## config.mk

```make
export PLATFORM = sky130hd
export DESIGN_NAME = rob_top
export DESIGN_NICKNAME = d
export VERILOG_FILES = /design/src/verilog/rob_pkg.sv /design/src/verilog/rob_ptr_ctrl.sv /design/src/verilog/rob_entry_array.sv /design/src/verilog/rob_commit_fsm.sv /design/src/verilog/rob_top.sv
export VERILOG_INCLUDE_DIRS = /design/src /design/src/verilog
export SDC_FILE = /design/constraint.sdc
export NUM_CORES = 1
export LEC_CHECK = 0
export BUFFER_PORTS_ARGS = -buffer_cell sky130_fd_sc_hd__buf_4
export CORE_MARGIN = 2
export CORE_UTILIZATION = 42
export CTS_BUF_LIST = sky130_fd_sc_hd__clkbuf_16
export CTS_CLUSTER_DIAMETER = 40
export DETAILED_ROUTE_END_ITERATION = 10
export HOLD_SLACK_MARGIN = 0.12
export SLEW_MARGIN = 20
export SYNTH_ARGS = -nofsm -noshare
export SYNTH_HDL_FRONTEND = slang
export SYNTH_SLANG_ARGS = --single-unit
```

## constraint.sdc

```tcl
create_clock -name clk -period 3.7 [get_ports clk]
set_clock_uncertainty 0.1 [all_clocks]
set_input_delay 0.555 -clock clk [delete_from_list [all_inputs] [get_ports clk]]
set_output_delay 0.555 -clock clk [all_outputs]
set_load 0.02 [all_outputs]
```

## src/verilog/rob_macros.svh

```systemverilog
`ifndef ROB_MACROS_SVH
`define ROB_MACROS_SVH

// number of in-flight entries
`define ROB_DEPTH 8

// entry tag and head/tail pointer width
`define ROB_IDX_W 3

// occupancy count, must reach ROB_DEPTH
`define ROB_CNT_W 4

// architectural register index
`define REG_IDX_W 5

`endif

```

## src/verilog/rob_pkg.sv

```systemverilog
package rob_pkg;

    // operation class kept per entry
    typedef enum logic [1:0] {
        op_alu = 2'd0,
        op_ld  = 2'd1,
        op_st  = 2'd2,
        op_br  = 2'd3
    } rob_op_t;

    // commit sequencer states
    // mem_req / mem_release are the two halves of the cache handshake
    typedef enum logic [1:0] {
        cs_idle        = 2'd0,
        cs_mem_req     = 2'd1,
        cs_mem_release = 2'd2,
        cs_flush       = 2'd3
    } commit_state_t;

endpackage

```

## src/verilog/rob_ptr_ctrl.sv

```systemverilog
`timescale 1ns/1ps
`include "rob_macros.svh"

module rob_ptr_ctrl (
    input  logic                  clk,
    input  logic                  rst,
    input  logic                  alloc_req,
    input  logic                  retire,
    input  logic                  flush_clear,
    output logic [`ROB_IDX_W-1:0] head_idx,
    output logic [`ROB_IDX_W-1:0] tail_idx,
    output logic                  alloc_we,
    output logic                  rob_full
);

    logic [`ROB_CNT_W-1:0] count_q;
    logic [`ROB_IDX_W-1:0] head_next;

    // pointer increment with explicit wrap at depth
    function automatic logic [`ROB_IDX_W-1:0] wrap_inc(input logic [`ROB_IDX_W-1:0] idx);
        logic [`ROB_IDX_W-1:0] nxt;
        if (idx == `ROB_IDX_W'(`ROB_DEPTH - 1)) begin
            nxt = '0;
        end else begin
            nxt = idx + 1'b1;
        end
        return nxt;
    endfunction

    assign head_next = wrap_inc(head_idx);

    // no new entries while the flush rewinds the tail
    assign rob_full = (count_q == `ROB_CNT_W'(`ROB_DEPTH)) || flush_clear;
    assign alloc_we = alloc_req && !rob_full;

    always_ff @(posedge clk) begin
        if (rst) begin
            head_idx <= '0;
            tail_idx <= '0;
            count_q  <= '0;
        end else if (flush_clear) begin
            // branch at head retires, everything younger is gone
            head_idx <= head_next;
            tail_idx <= head_next;
            count_q  <= '0;
        end else begin
            if (retire) begin
                head_idx <= head_next;
            end
            if (alloc_we) begin
                tail_idx <= wrap_inc(tail_idx);
            end
            case ({alloc_we, retire})
                2'b10:   count_q <= count_q + 1'b1;
                2'b01:   count_q <= count_q - 1'b1;
                // both or neither, occupancy unchanged
                default: count_q <= count_q;
            endcase
        end
    end

endmodule

```

## src/verilog/rob_entry_array.sv

```systemverilog
`timescale 1ns/1ps
`include "rob_macros.svh"

module rob_entry_array (
    input  logic                  clk,
    input  logic                  rst,
    // write port at the tail
    input  logic                  alloc_we,
    input  logic [`ROB_IDX_W-1:0] alloc_idx,
    input  rob_pkg::rob_op_t      alloc_op,
    input  logic [`REG_IDX_W-1:0] alloc_rd,
    input  logic                  alloc_pred_taken,
    // out-of-order completion by tag
    input  logic                  done_valid,
    input  logic [`ROB_IDX_W-1:0] done_tag,
    input  logic                  done_br_taken,
    // head side, steered by pointer block and FSM
    input  logic [`ROB_IDX_W-1:0] head_idx,
    input  logic                  retire,
    input  logic                  flush_clear,
    output rob_pkg::rob_op_t      head_op,
    output logic [`REG_IDX_W-1:0] head_rd,
    output logic                  head_done,
    output logic                  head_mispredict
);
    import rob_pkg::*;

    // per-entry payload
    rob_op_t               op_q   [`ROB_DEPTH];
    // dest reg, or data source reg for stores
    logic [`REG_IDX_W-1:0] rd_q   [`ROB_DEPTH];
    // predicted direction, branches only
    logic                  pred_q [`ROB_DEPTH];
    // resolved direction, branches only
    logic                  res_q  [`ROB_DEPTH];

    // completion flags, one per entry
    logic [`ROB_DEPTH-1:0] done_q;

    logic                  done_is_br;

    // completion only carries a direction for branches
    assign done_is_br = (op_q[done_tag] == op_br);

    always_ff @(posedge clk) begin
        if (alloc_we) begin
            op_q[alloc_idx]   <= alloc_op;
            rd_q[alloc_idx]   <= alloc_rd;
            pred_q[alloc_idx] <= alloc_pred_taken;
            // unresolved branch reads as correctly predicted
            res_q[alloc_idx]  <= alloc_pred_taken;
        end
        if (done_valid && done_is_br) begin
            res_q[done_tag] <= done_br_taken;
        end
    end

    always_ff @(posedge clk) begin
        if (rst) begin
            done_q <= '0;
        end else if (flush_clear) begin
            // younger entries are discarded
            // drop any completions they already got
            done_q <= '0;
        end else begin
            // fresh entry starts not done
            if (alloc_we) begin
                done_q[alloc_idx] <= 1'b0;
            end
            if (done_valid) begin
                done_q[done_tag] <= 1'b1;
            end
            // head leaves the buffer
            if (retire) begin
                done_q[head_idx] <= 1'b0;
            end
        end
    end

    // head readout, no latency
    assign head_op   = op_q[head_idx];
    assign head_rd   = rd_q[head_idx];
    assign head_done = done_q[head_idx];

    // only meaningful for a branch at the head
    assign head_mispredict = (op_q[head_idx] == op_br) &&
                             (pred_q[head_idx] != res_q[head_idx]);

endmodule

```

## src/verilog/rob_commit_fsm.sv

```systemverilog
`timescale 1ns/1ps
`include "rob_macros.svh"

module rob_commit_fsm (
    input  logic                  clk,
    input  logic                  rst,
    // head entry view
    input  rob_pkg::rob_op_t      head_op,
    input  logic [`REG_IDX_W-1:0] head_rd,
    input  logic                  head_done,
    input  logic                  head_mispredict,
    // data cache acknowledge
    input  logic                  mem_ack,
    // to pointer block and entry array
    output logic                  retire,
    output logic                  flush_clear,
    // register commit
    output logic                  reg_write,
    output logic [`REG_IDX_W-1:0] commit_rd,
    output logic                  ld_commit_sel,
    // data cache request
    output logic                  mem_req,
    output logic                  mem_write,
    output logic [`REG_IDX_W-1:0] mem_reg,
    // fetch redirect
    output logic                  pc_redirect
);
    import rob_pkg::*;

    commit_state_t state_q;

    // head is ready and not the one already retiring this cycle
    logic          head_go;
    // second half of the handshake seen, memory op may retire
    logic          mem_done;

    // retire is high during the pulse cycle, head still points at the old entry
    assign head_go  = (state_q == cs_idle) && head_done && !retire;
    assign mem_done = (state_q == cs_mem_release) && !mem_ack;

    // register index copies, captured when the head is taken up
    always_ff @(posedge clk) begin
        if (head_go) begin
            commit_rd <= head_rd;
            mem_reg   <= head_rd;
            mem_write <= (head_op == op_st);
        end
    end

    always_ff @(posedge clk) begin
        if (rst) begin
            state_q       <= cs_idle;
            retire        <= 1'b0;
            flush_clear   <= 1'b0;
            reg_write     <= 1'b0;
            ld_commit_sel <= 1'b0;
            mem_req       <= 1'b0;
            pc_redirect   <= 1'b0;
        end else begin
            // pulses last one cycle
            retire        <= 1'b0;
            flush_clear   <= 1'b0;
            reg_write     <= 1'b0;
            ld_commit_sel <= 1'b0;
            pc_redirect   <= 1'b0;

            case (state_q)
                cs_idle: begin
                    if (head_go) begin
                        case (head_op)
                            op_alu: begin
                                retire    <= 1'b1;
                                reg_write <= 1'b1;
                            end
                            op_ld, op_st: begin
                                // open the four-phase exchange
                                state_q <= cs_mem_req;
                                mem_req <= 1'b1;
                            end
                            op_br: begin
                                if (head_mispredict) begin
                                    state_q     <= cs_flush;
                                    flush_clear <= 1'b1;
                                    pc_redirect <= 1'b1;
                                end else begin
                                    // correct prediction, silent retire
                                    retire <= 1'b1;
                                end
                            end
                            default: state_q <= cs_idle;
                        endcase
                    end
                end
                cs_mem_req: begin
                    // cache took the request, release it
                    if (mem_ack) begin
                        state_q <= cs_mem_release;
                        mem_req <= 1'b0;
                    end
                end
                cs_mem_release: begin
                    // wait for ack to fall before retiring
                    if (mem_done) begin
                        state_q       <= cs_idle;
                        retire        <= 1'b1;
                        // stores write no register
                        reg_write     <= !mem_write;
                        ld_commit_sel <= !mem_write;
                    end
                end
                cs_flush: begin
                    // redirect pulse is out, pointers rewind this cycle
                    state_q <= cs_idle;
                end
                default: state_q <= cs_idle;
            endcase
        end
    end

endmodule

```

## src/verilog/rob_top.sv

```systemverilog
`timescale 1ns/1ps
`include "rob_macros.svh"

module rob_top (
    input  logic                  clk,
    input  logic                  rst,
    // allocate
    input  logic                  alloc_valid,
    input  rob_pkg::rob_op_t      alloc_op,
    input  logic [`REG_IDX_W-1:0] alloc_rd,
    input  logic                  alloc_pred_taken,
    output logic [`ROB_IDX_W-1:0] alloc_tag,
    output logic                  rob_full,
    // complete
    input  logic                  done_valid,
    input  logic [`ROB_IDX_W-1:0] done_tag,
    input  logic                  done_br_taken,
    // register commit
    output logic                  reg_write,
    output logic [`REG_IDX_W-1:0] commit_rd,
    output logic                  ld_commit_sel,
    // data cache
    output logic                  mem_req,
    output logic                  mem_write,
    output logic [`REG_IDX_W-1:0] mem_reg,
    input  logic                  mem_ack,
    // redirect
    output logic                  pc_redirect,
    output logic                  flush
);
    import rob_pkg::*;

    logic [`ROB_IDX_W-1:0] head_idx;
    logic                  alloc_we;
    logic                  retire;
    rob_op_t               head_op;
    logic [`REG_IDX_W-1:0] head_rd;
    logic                  head_done;
    logic                  head_mispredict;

    // head/tail pointers and occupancy
    // tail doubles as the tag of the next allocation
    rob_ptr_ctrl u_ptr_ctrl (
        .clk         (clk),
        .rst         (rst),
        .alloc_req   (alloc_valid),
        .retire      (retire),
        .flush_clear (flush),
        .head_idx    (head_idx),
        .tail_idx    (alloc_tag),
        .alloc_we    (alloc_we),
        .rob_full    (rob_full)
    );

    rob_entry_array u_entry_array (
        .clk              (clk),
        .rst              (rst),
        .alloc_we         (alloc_we),
        .alloc_idx        (alloc_tag),
        .alloc_op         (alloc_op),
        .alloc_rd         (alloc_rd),
        .alloc_pred_taken (alloc_pred_taken),
        .done_valid       (done_valid),
        .done_tag         (done_tag),
        .done_br_taken    (done_br_taken),
        .head_idx         (head_idx),
        .retire           (retire),
        .flush_clear      (flush),
        .head_op          (head_op),
        .head_rd          (head_rd),
        .head_done        (head_done),
        .head_mispredict  (head_mispredict)
    );

    // flush pulse goes out as-is and rewinds the pointers
    rob_commit_fsm u_commit_fsm (
        .clk             (clk),
        .rst             (rst),
        .head_op         (head_op),
        .head_rd         (head_rd),
        .head_done       (head_done),
        .head_mispredict (head_mispredict),
        .mem_ack         (mem_ack),
        .retire          (retire),
        .flush_clear     (flush),
        .reg_write       (reg_write),
        .commit_rd       (commit_rd),
        .ld_commit_sel   (ld_commit_sel),
        .mem_req         (mem_req),
        .mem_write       (mem_write),
        .mem_reg         (mem_reg),
        .pc_redirect     (pc_redirect)
    );

endmodule

```

* Word level (Yosys, flattened, before mapping) *
Memories as Yosys holds them, arrays and structs flattened. A register that Yosys moved wholly into a read port is not among the register bits.
Index checks and enable logic that the tools add are counted.

word-level totals
  flip-flop bits (word level) = 26
  RAM bits = 72
  input bits = 17
  logic and storage cells = 131
  memories kept = 4

memories
  name                  depth  width  read ports  clocked after Yosys merged registers in  write ports  RTL line               text
  u_entry_array.rd_q    8      5      1           1                                        1            rob_entry_array.sv:31  logic [`REG_IDX_W-1:0] rd_q [`ROB_DEPTH];
  u_entry_array.op_q    8      2      2           1                                        1            rob_entry_array.sv:29  rob_op_t op_q [`ROB_DEPTH];
  u_entry_array.pred_q  8      1      1           1                                        1            rob_entry_array.sv:33  logic pred_q [`ROB_DEPTH];
  u_entry_array.res_q   8      1      1           1                                        2            rob_entry_array.sv:35  logic res_q [`ROB_DEPTH];

operators by class
  add/subtract/negate cells = 4
  $lt $le $gt $ge = 6
  equal/unequal tests = 19
  muxes and demuxes = 52
  bitwise logic cells = 9
  reductions and logical operators = 26

operators with widths
  cell                                                                   count
  8-bit 2-to-1 mux                                                       7
  3-bit 2-to-1 mux                                                       12
  1-bit 2-to-1 mux                                                       18
  8-bit AND                                                              2
  8-bit inverter                                                         2
  2-bit == test, second input constant                                   6
  3-bit by 4-bit < comparator with 1-bit output, second input constant   3
  1-bit demux with 3-bit select                                          3
  3-bit by 1-bit >= comparator with 1-bit output, second input constant  3
  1-bit logical AND                                                      9
  2-bit 2-to-1 mux                                                       4
  8-bit OR                                                               1
  1-bit case mux with 2 select lines                                     4
  2-bit case mux with 4 select lines                                     1
  4-bit case mux with 2 select lines                                     1
  2-bit nonzero test                                                     4
  3-bit by 1-bit adder with 3-bit output, second input constant          2
  2-bit by 1-bit == test with 1-bit output, second input constant        3
  3-bit == test, second input constant                                   2
  3-bit inequality test, second input constant                           2
  2-bit OR reduction                                                     3
  5-bit AND reduction                                                    1
  4-bit by 1-bit adder with 4-bit output, second input constant          1
  4-bit == test, second input constant                                   1
  other kinds (12)                                                       21

* Depth between registers and ports, before layout *
  depth after elaboration = 15
  gate-level depth with buffers = 10
  gate-level depth less buffers = 10

* Hierarchy *
Synthesis repeated with hierarchy kept, for this count alone.

second synthesis, totals
  cell total of the unflattened synthesis = 316
  area total of the unflattened synthesis = 4692.0 sq um

modules (own cells, without submodules)
  module           times used  cells each  area an instance (sq um)  sequential area each (sq um)
  rob_entry_array  1           200         3507.1                    2322.2
  rob_ptr_ctrl     1           70          620.6                     200.2
  rob_commit_fsm   1           46          564.3                     320.3

* Worst setup path after synthesis *
OpenSTA, ideal clock, no wires.

  path kind = register -> register
  start point = reg u_commit_fsm.flush_clear
  end point = reg u_ptr_ctrl.count_q[2]
  arrival time = 2294 ps
  data required time = 3529 ps
  slack = 1236 ps
  stages on the path, launching flop included = 11
  period minus slack after synthesis = 2464 ps
  cell sequence = dfxtp_1 -> clkbuf_1 -> nor3b_2 -> inv_1 -> ha_1 -> xor2_1 -> ha_1 -> a21oi_1 -> xor2_1 -> or3_1 -> a21oi_1

between the ends
  word-level cells in the longest chain between the ends = 5

RTL lines
  element                                                                    RTL line              text
  start: declaration                                                         rob_commit_fsm.sv:16  output logic flush_clear,
  start signal: assignment                                                   rob_commit_fsm.sv:54  flush_clear <= 1'b0;
  start signal: assignment                                                   rob_commit_fsm.sv:62  flush_clear <= 1'b0;
  start signal: assignment                                                   rob_commit_fsm.sv:83  flush_clear <= 1'b1;
  1-bit logical OR                                                           rob_ptr_ctrl.sv:33    assign rob_full = (count_q == `ROB_CNT_W'(`ROB_DEPTH)) || flush_clear;
  1-bit zero test                                                            rob_ptr_ctrl.sv:34    assign alloc_we = alloc_req && !rob_full;
  1-bit logical AND                                                          rob_ptr_ctrl.sv:34
  2-bit by 1-bit == test with 1-bit output or 2-bit == test (tied branches)  rob_ptr_ctrl.sv:53    case ({alloc_we, retire})
  4-bit case mux with 2 select lines or 2-bit nonzero test (tied branches)   -
  end signal: assignment                                                     rob_ptr_ctrl.sv:54    2'b10: count_q <= count_q + 1'b1;
  end signal: assignment                                                     rob_ptr_ctrl.sv:55    2'b01: count_q <= count_q - 1'b1;
  end signal: assignment                                                     rob_ptr_ctrl.sv:57    default: count_q <= count_q;
  end: declaration                                                           rob_ptr_ctrl.sv:16    logic [`ROB_CNT_W-1:0] count_q;

Several ways; a longest one is shown, not always the timed one.
A chain may end at the register's enable or synchronous reset.

* Final worst setup path *
  start point = reg u_ptr_ctrl.count_q[0]
  end point = reg u_ptr_ctrl.count_q[2]

between the ends
  word-level cells in the longest chain between the ends = 6

RTL lines
  element                                                                    RTL line
  4-bit == test                                                              rob_ptr_ctrl.sv:33
  1-bit logical OR                                                           rob_ptr_ctrl.sv:33
  1-bit zero test                                                            rob_ptr_ctrl.sv:34
  1-bit logical AND                                                          rob_ptr_ctrl.sv:34
  2-bit by 1-bit == test with 1-bit output or 2-bit == test (tied branches)  rob_ptr_ctrl.sv:53
  4-bit case mux with 2 select lines or 2-bit nonzero test (tied branches)   -

Several ways; a longest one is shown, not always the timed one.

==> flow_metrics.tcl <==
set metrics [dict create \
    crit_path_end_kind "register" \
    synth_cell_type_count 49 \
    cts_made_buffers 9 \
    tightestPinTransition_ns 0.910 \
    min_path_type "in -> reg" \
    cts_root_buffer "clkbuf_16" \
    max_stage_delay_ns 0.60 \
    synth-edff-count 78 \
    syn2layout_area_growth_pct 13.0 \
    wl_per_cell_um 19.4 \
    cp-start-kind "register" \
    synth_flop_cell "edfxtp_1" \
    clk_pin_slew_ns 0.07 \
    maxCapViolations 0 \
    cp.required_ns 3.88 \
    yosys_warnings 0 \
    synth_area_leaders "edfxtp_1, dfxtp_1, mux2i_1" \
    outcome "finished clean" \
    diodes 0 \
    p_clk_share_pct 36.5 \
    max_freq_ghz 0.370 \
    die_w_um 111 \
    hp-start "alloc_rd[4]" \
    slew_headroom_pct 39.2 \
    crit_slowest_cell "nor4b_1" \
    portBuffers 36 \
    setup_viol 0 \
    nNetsFinal 415 \
    antenna_found_initial 0 \
    fp.dieH_um 111 \
    pwr-share-comb_pct 7.3 \
    clk_latency_ns 0.35 \
    design.core.area_um2 10900 \
    cp.arrival_ns 2.88 \
    dpl_cell_area_um2 5120 \
    crit_fanout 8 \
    wl_um 10300 \
    finalCritPeriodShare_pct 73.1 \
    num_vias 2961 \
    p_int_uw 1830 \
    die_area_um2 12200 \
    gp_congestion 0.875 \
    leakage_uw 0.00197 \
    hold_viol 0 \
    syn_area_um2 4770 \
    postRouteAntennaNets 0 \
    hold_buffers 0 \
    switching_share_pct 22.6 \
    first_iter_violations 209 \
    synth_seq_cells 106 \
    grt_pass1_wl_um 16300 \
    rows 38 \
    critPathLaunch "u_ptr_ctrl.count_q[0]" \
    cts_resized 0 \
    synthCells 360 \
    syn_nets 388 \
    final_util_pct 49.3 \
    yosysSeqAreaShare_pct 60.9 \
    vdd.ir_drop.worst_mv 0.237 \
    pwr-share-seq_pct 56.2 \
    powerDensity_nw_per_um2 439 \
    grt_pass1_vias 2945 \
    first_pass_iters 5 \
    grt_usage_pct 17.5 \
    overflow 0 \
    yosys.area.top_type "edfxtp_1" \
    cts_setup_buffers 0 \
    tns_ns 0 \
    drcViolationCount 0 \
    cts_tree "yes" \
    htreeDepth 3 \
    criticalPathCategory "reg -> reg" \
    clk_path_buf_depth 2 \
    io_pins 37 \
    dp_hpwl_um 7120 \
    n_fill_cell 967 \
    period_minus_slack_ns 2.70 \
    ys_async_sr_fraction_pct 0 \
    netSwitchingPower_uw 535 \
    start_util_pct 43.6 \
    rsz0062_at_grt "no" \
    cts_sinks 106 \
    drive_gt1_share_pct 17.9 \
    synth_top_cell_area_share_pct 49.1 \
    grt_max_degree 18 \
    crit_chain "nor4b_1 > nor3b_2 > inv_1 > ha_1 > xor2_1 > ha_1 > a21oi_1 > xor2_1 > or3_1 > a21oi_1" \
    drv_slew 0 \
    reg2reg_from "u_ptr_ctrl.count_q[0]" \
    avgSynthCellArea_um2 13.2 \
    final_area_um2 5390 \
    viasPerCell 5.57 \
]
cells in the mapped netlist, types with 3 or more instances:
cell type,n
dfxtp_1,28
mux2i_1,23
a32oi_1,3
a311oi_1,3
nor3b_1,5
nand3b_1,3
buf_2,4
a31oi_1,5
clkbuf_1,11
nor2b_1,10
mux4_1,8
nand2_1,16
nor3_1,8
inv_1,15
mux2_2,11
edfxtp_1,78
nand4_1,7
a21oi_1,15
o22a_1,5
nand3_1,5
nor2_1,30
xor2_1,4
o21ai_0,11
a22oi_1,8
ha_1,11
buf_4,6
path summary, 6_finish.rpt:
| kind | endpoint | slack [ns] | depth (start not counted) |
|---|---|---|---|
| setup / recovery | u_ptr_ctrl.count_q[2] | 1.0 | 10 |
| hold / removal | u_entry_array.rd_q[4][4] | 0.34 | 1 |
| setup reg to reg | u_ptr_ctrl.count_q[2] | 1.0 | 10 |
| hold reg to reg | u_commit_fsm.ld_commit_sel | 0.39 | 1 |
final cells by class:
class	count	area [um2]	share of cell area (%)
multi-input combinational	216	1700	31.5
inverter	15	56.3	1.05
clock buffer	9	225	4.18
sequential	106	2900	53.9
timing repair buffer	39	293	5.43
tap	140	175	3.25
clock inverter	7	38.8	0.720
kinds of logic (layout without fill, tap and decap cells):
group	Yosys count	count (layout)	synth area share [%]
fa+ha+maj	11	11	2.89
flops	106	106	60.9
simple gates	98	98	11.0
xor+xnor	6	6	1.10
mux	43	43	12.3
compound gates	58	58	8.11
buf+inv	38	70	3.73
state kept, by name, summed over array words and instances (netlist names), 2 cells and up, named ones only:
register / flops
u_ptr_ctrl.head_idx: 3
u_ptr_ctrl.tail_idx: 3
u_entry_array.rd_q: 40
u_ptr_ctrl.count_q: 4
u_commit_fsm.commit_rd: 5
u_entry_array.pred_q: 8
u_entry_array.res_q: 8
u_entry_array.op_q: 16
u_commit_fsm.state_q: 2
u_entry_array.done_q: 8
worst max-delay path: cells and delay by family, from the launching register on:
kind / cells / cell delay, ns
buffers and inverters: 1 / 0.14
AND/OR/NAND/NOR: 3 / 1.11
AO/OA/AOI/OAI: 2 / 0.18
adder cells (fa/ha/maj): 2 / 0.41
XOR/XNOR: 2 / 0.33
flip-flops: 1 / 0.36
metal layers:
layer / wire length (um) / GRT usage (%) / share of wire (%) / vias to the layer above
met1: 4680 / 23.8 / 45 / 1434
li1: - / - / - / 1417
met2: 4930 / 27.7 / 48 / 93
met5: 0 / 0 / 0 / -
met4: 208 / 7.75 / 2.0 / 0
met3: 497 / 2.85 / 4.8 / 17
stage by stage:
| step | hold WS (ns) | setup WS [ns] | cells | total power (uW) |
|---|---|---|---|---|
| final | 0.340 | 0.996 | 532 | 2360 |
| after global routing | 0.345 | 0.696 | 532 | 2450 |
| after CTS | 0.333 | 0.961 | 532 | 2390 |
| after detailed placement | 0.380 | 1.00 | 516 | 1530 |
| after global placement | 0.361 | 0.931 | 516 | 1520 |
| after floorplan | 0.377 | 1.24 | 360 | 1460 |
power groups by stage:
stage	Combinational, uW	Clock (uW)	Sequential [uW]
after floorplan	106	0	1350
after global placement	171	0	1350
after detailed placement	174	0	1360
after CTS	175	883	1330
after global routing	193	925	1330
final	172	864	1330
cells in the final DEF, fill, tap and decap left out, types with 3 or more instances in the layout:
| cell | instances |
|---|---|
| nor2_1 | 30 |
| mux4_1 | 8 |
| inv_1 | 17 |
| edfxtp_1 | 78 |
| nand4_1 | 7 |
| ha_1 | 11 |
| o22a_1 | 5 |
| a21oi_1 | 15 |
| a311oi_1 | 3 |
| clkbuf_16 | 9 |
| buf_4 | 39 |
| nand3_1 | 5 |
| nor3b_1 | 5 |
| nor3_1 | 8 |
| nand3b_1 | 3 |
| nor2b_1 | 10 |
| o21ai_0 | 11 |
| a22oi_1 | 8 |
| a31oi_1 | 5 |
| a32oi_1 | 3 |
| mux2_2 | 11 |
| dfxtp_1 | 28 |
| nand2_1 | 16 |
| mux2i_1 | 23 |
| xor2_1 | 4 |
(Power assumes the default switching activity.)
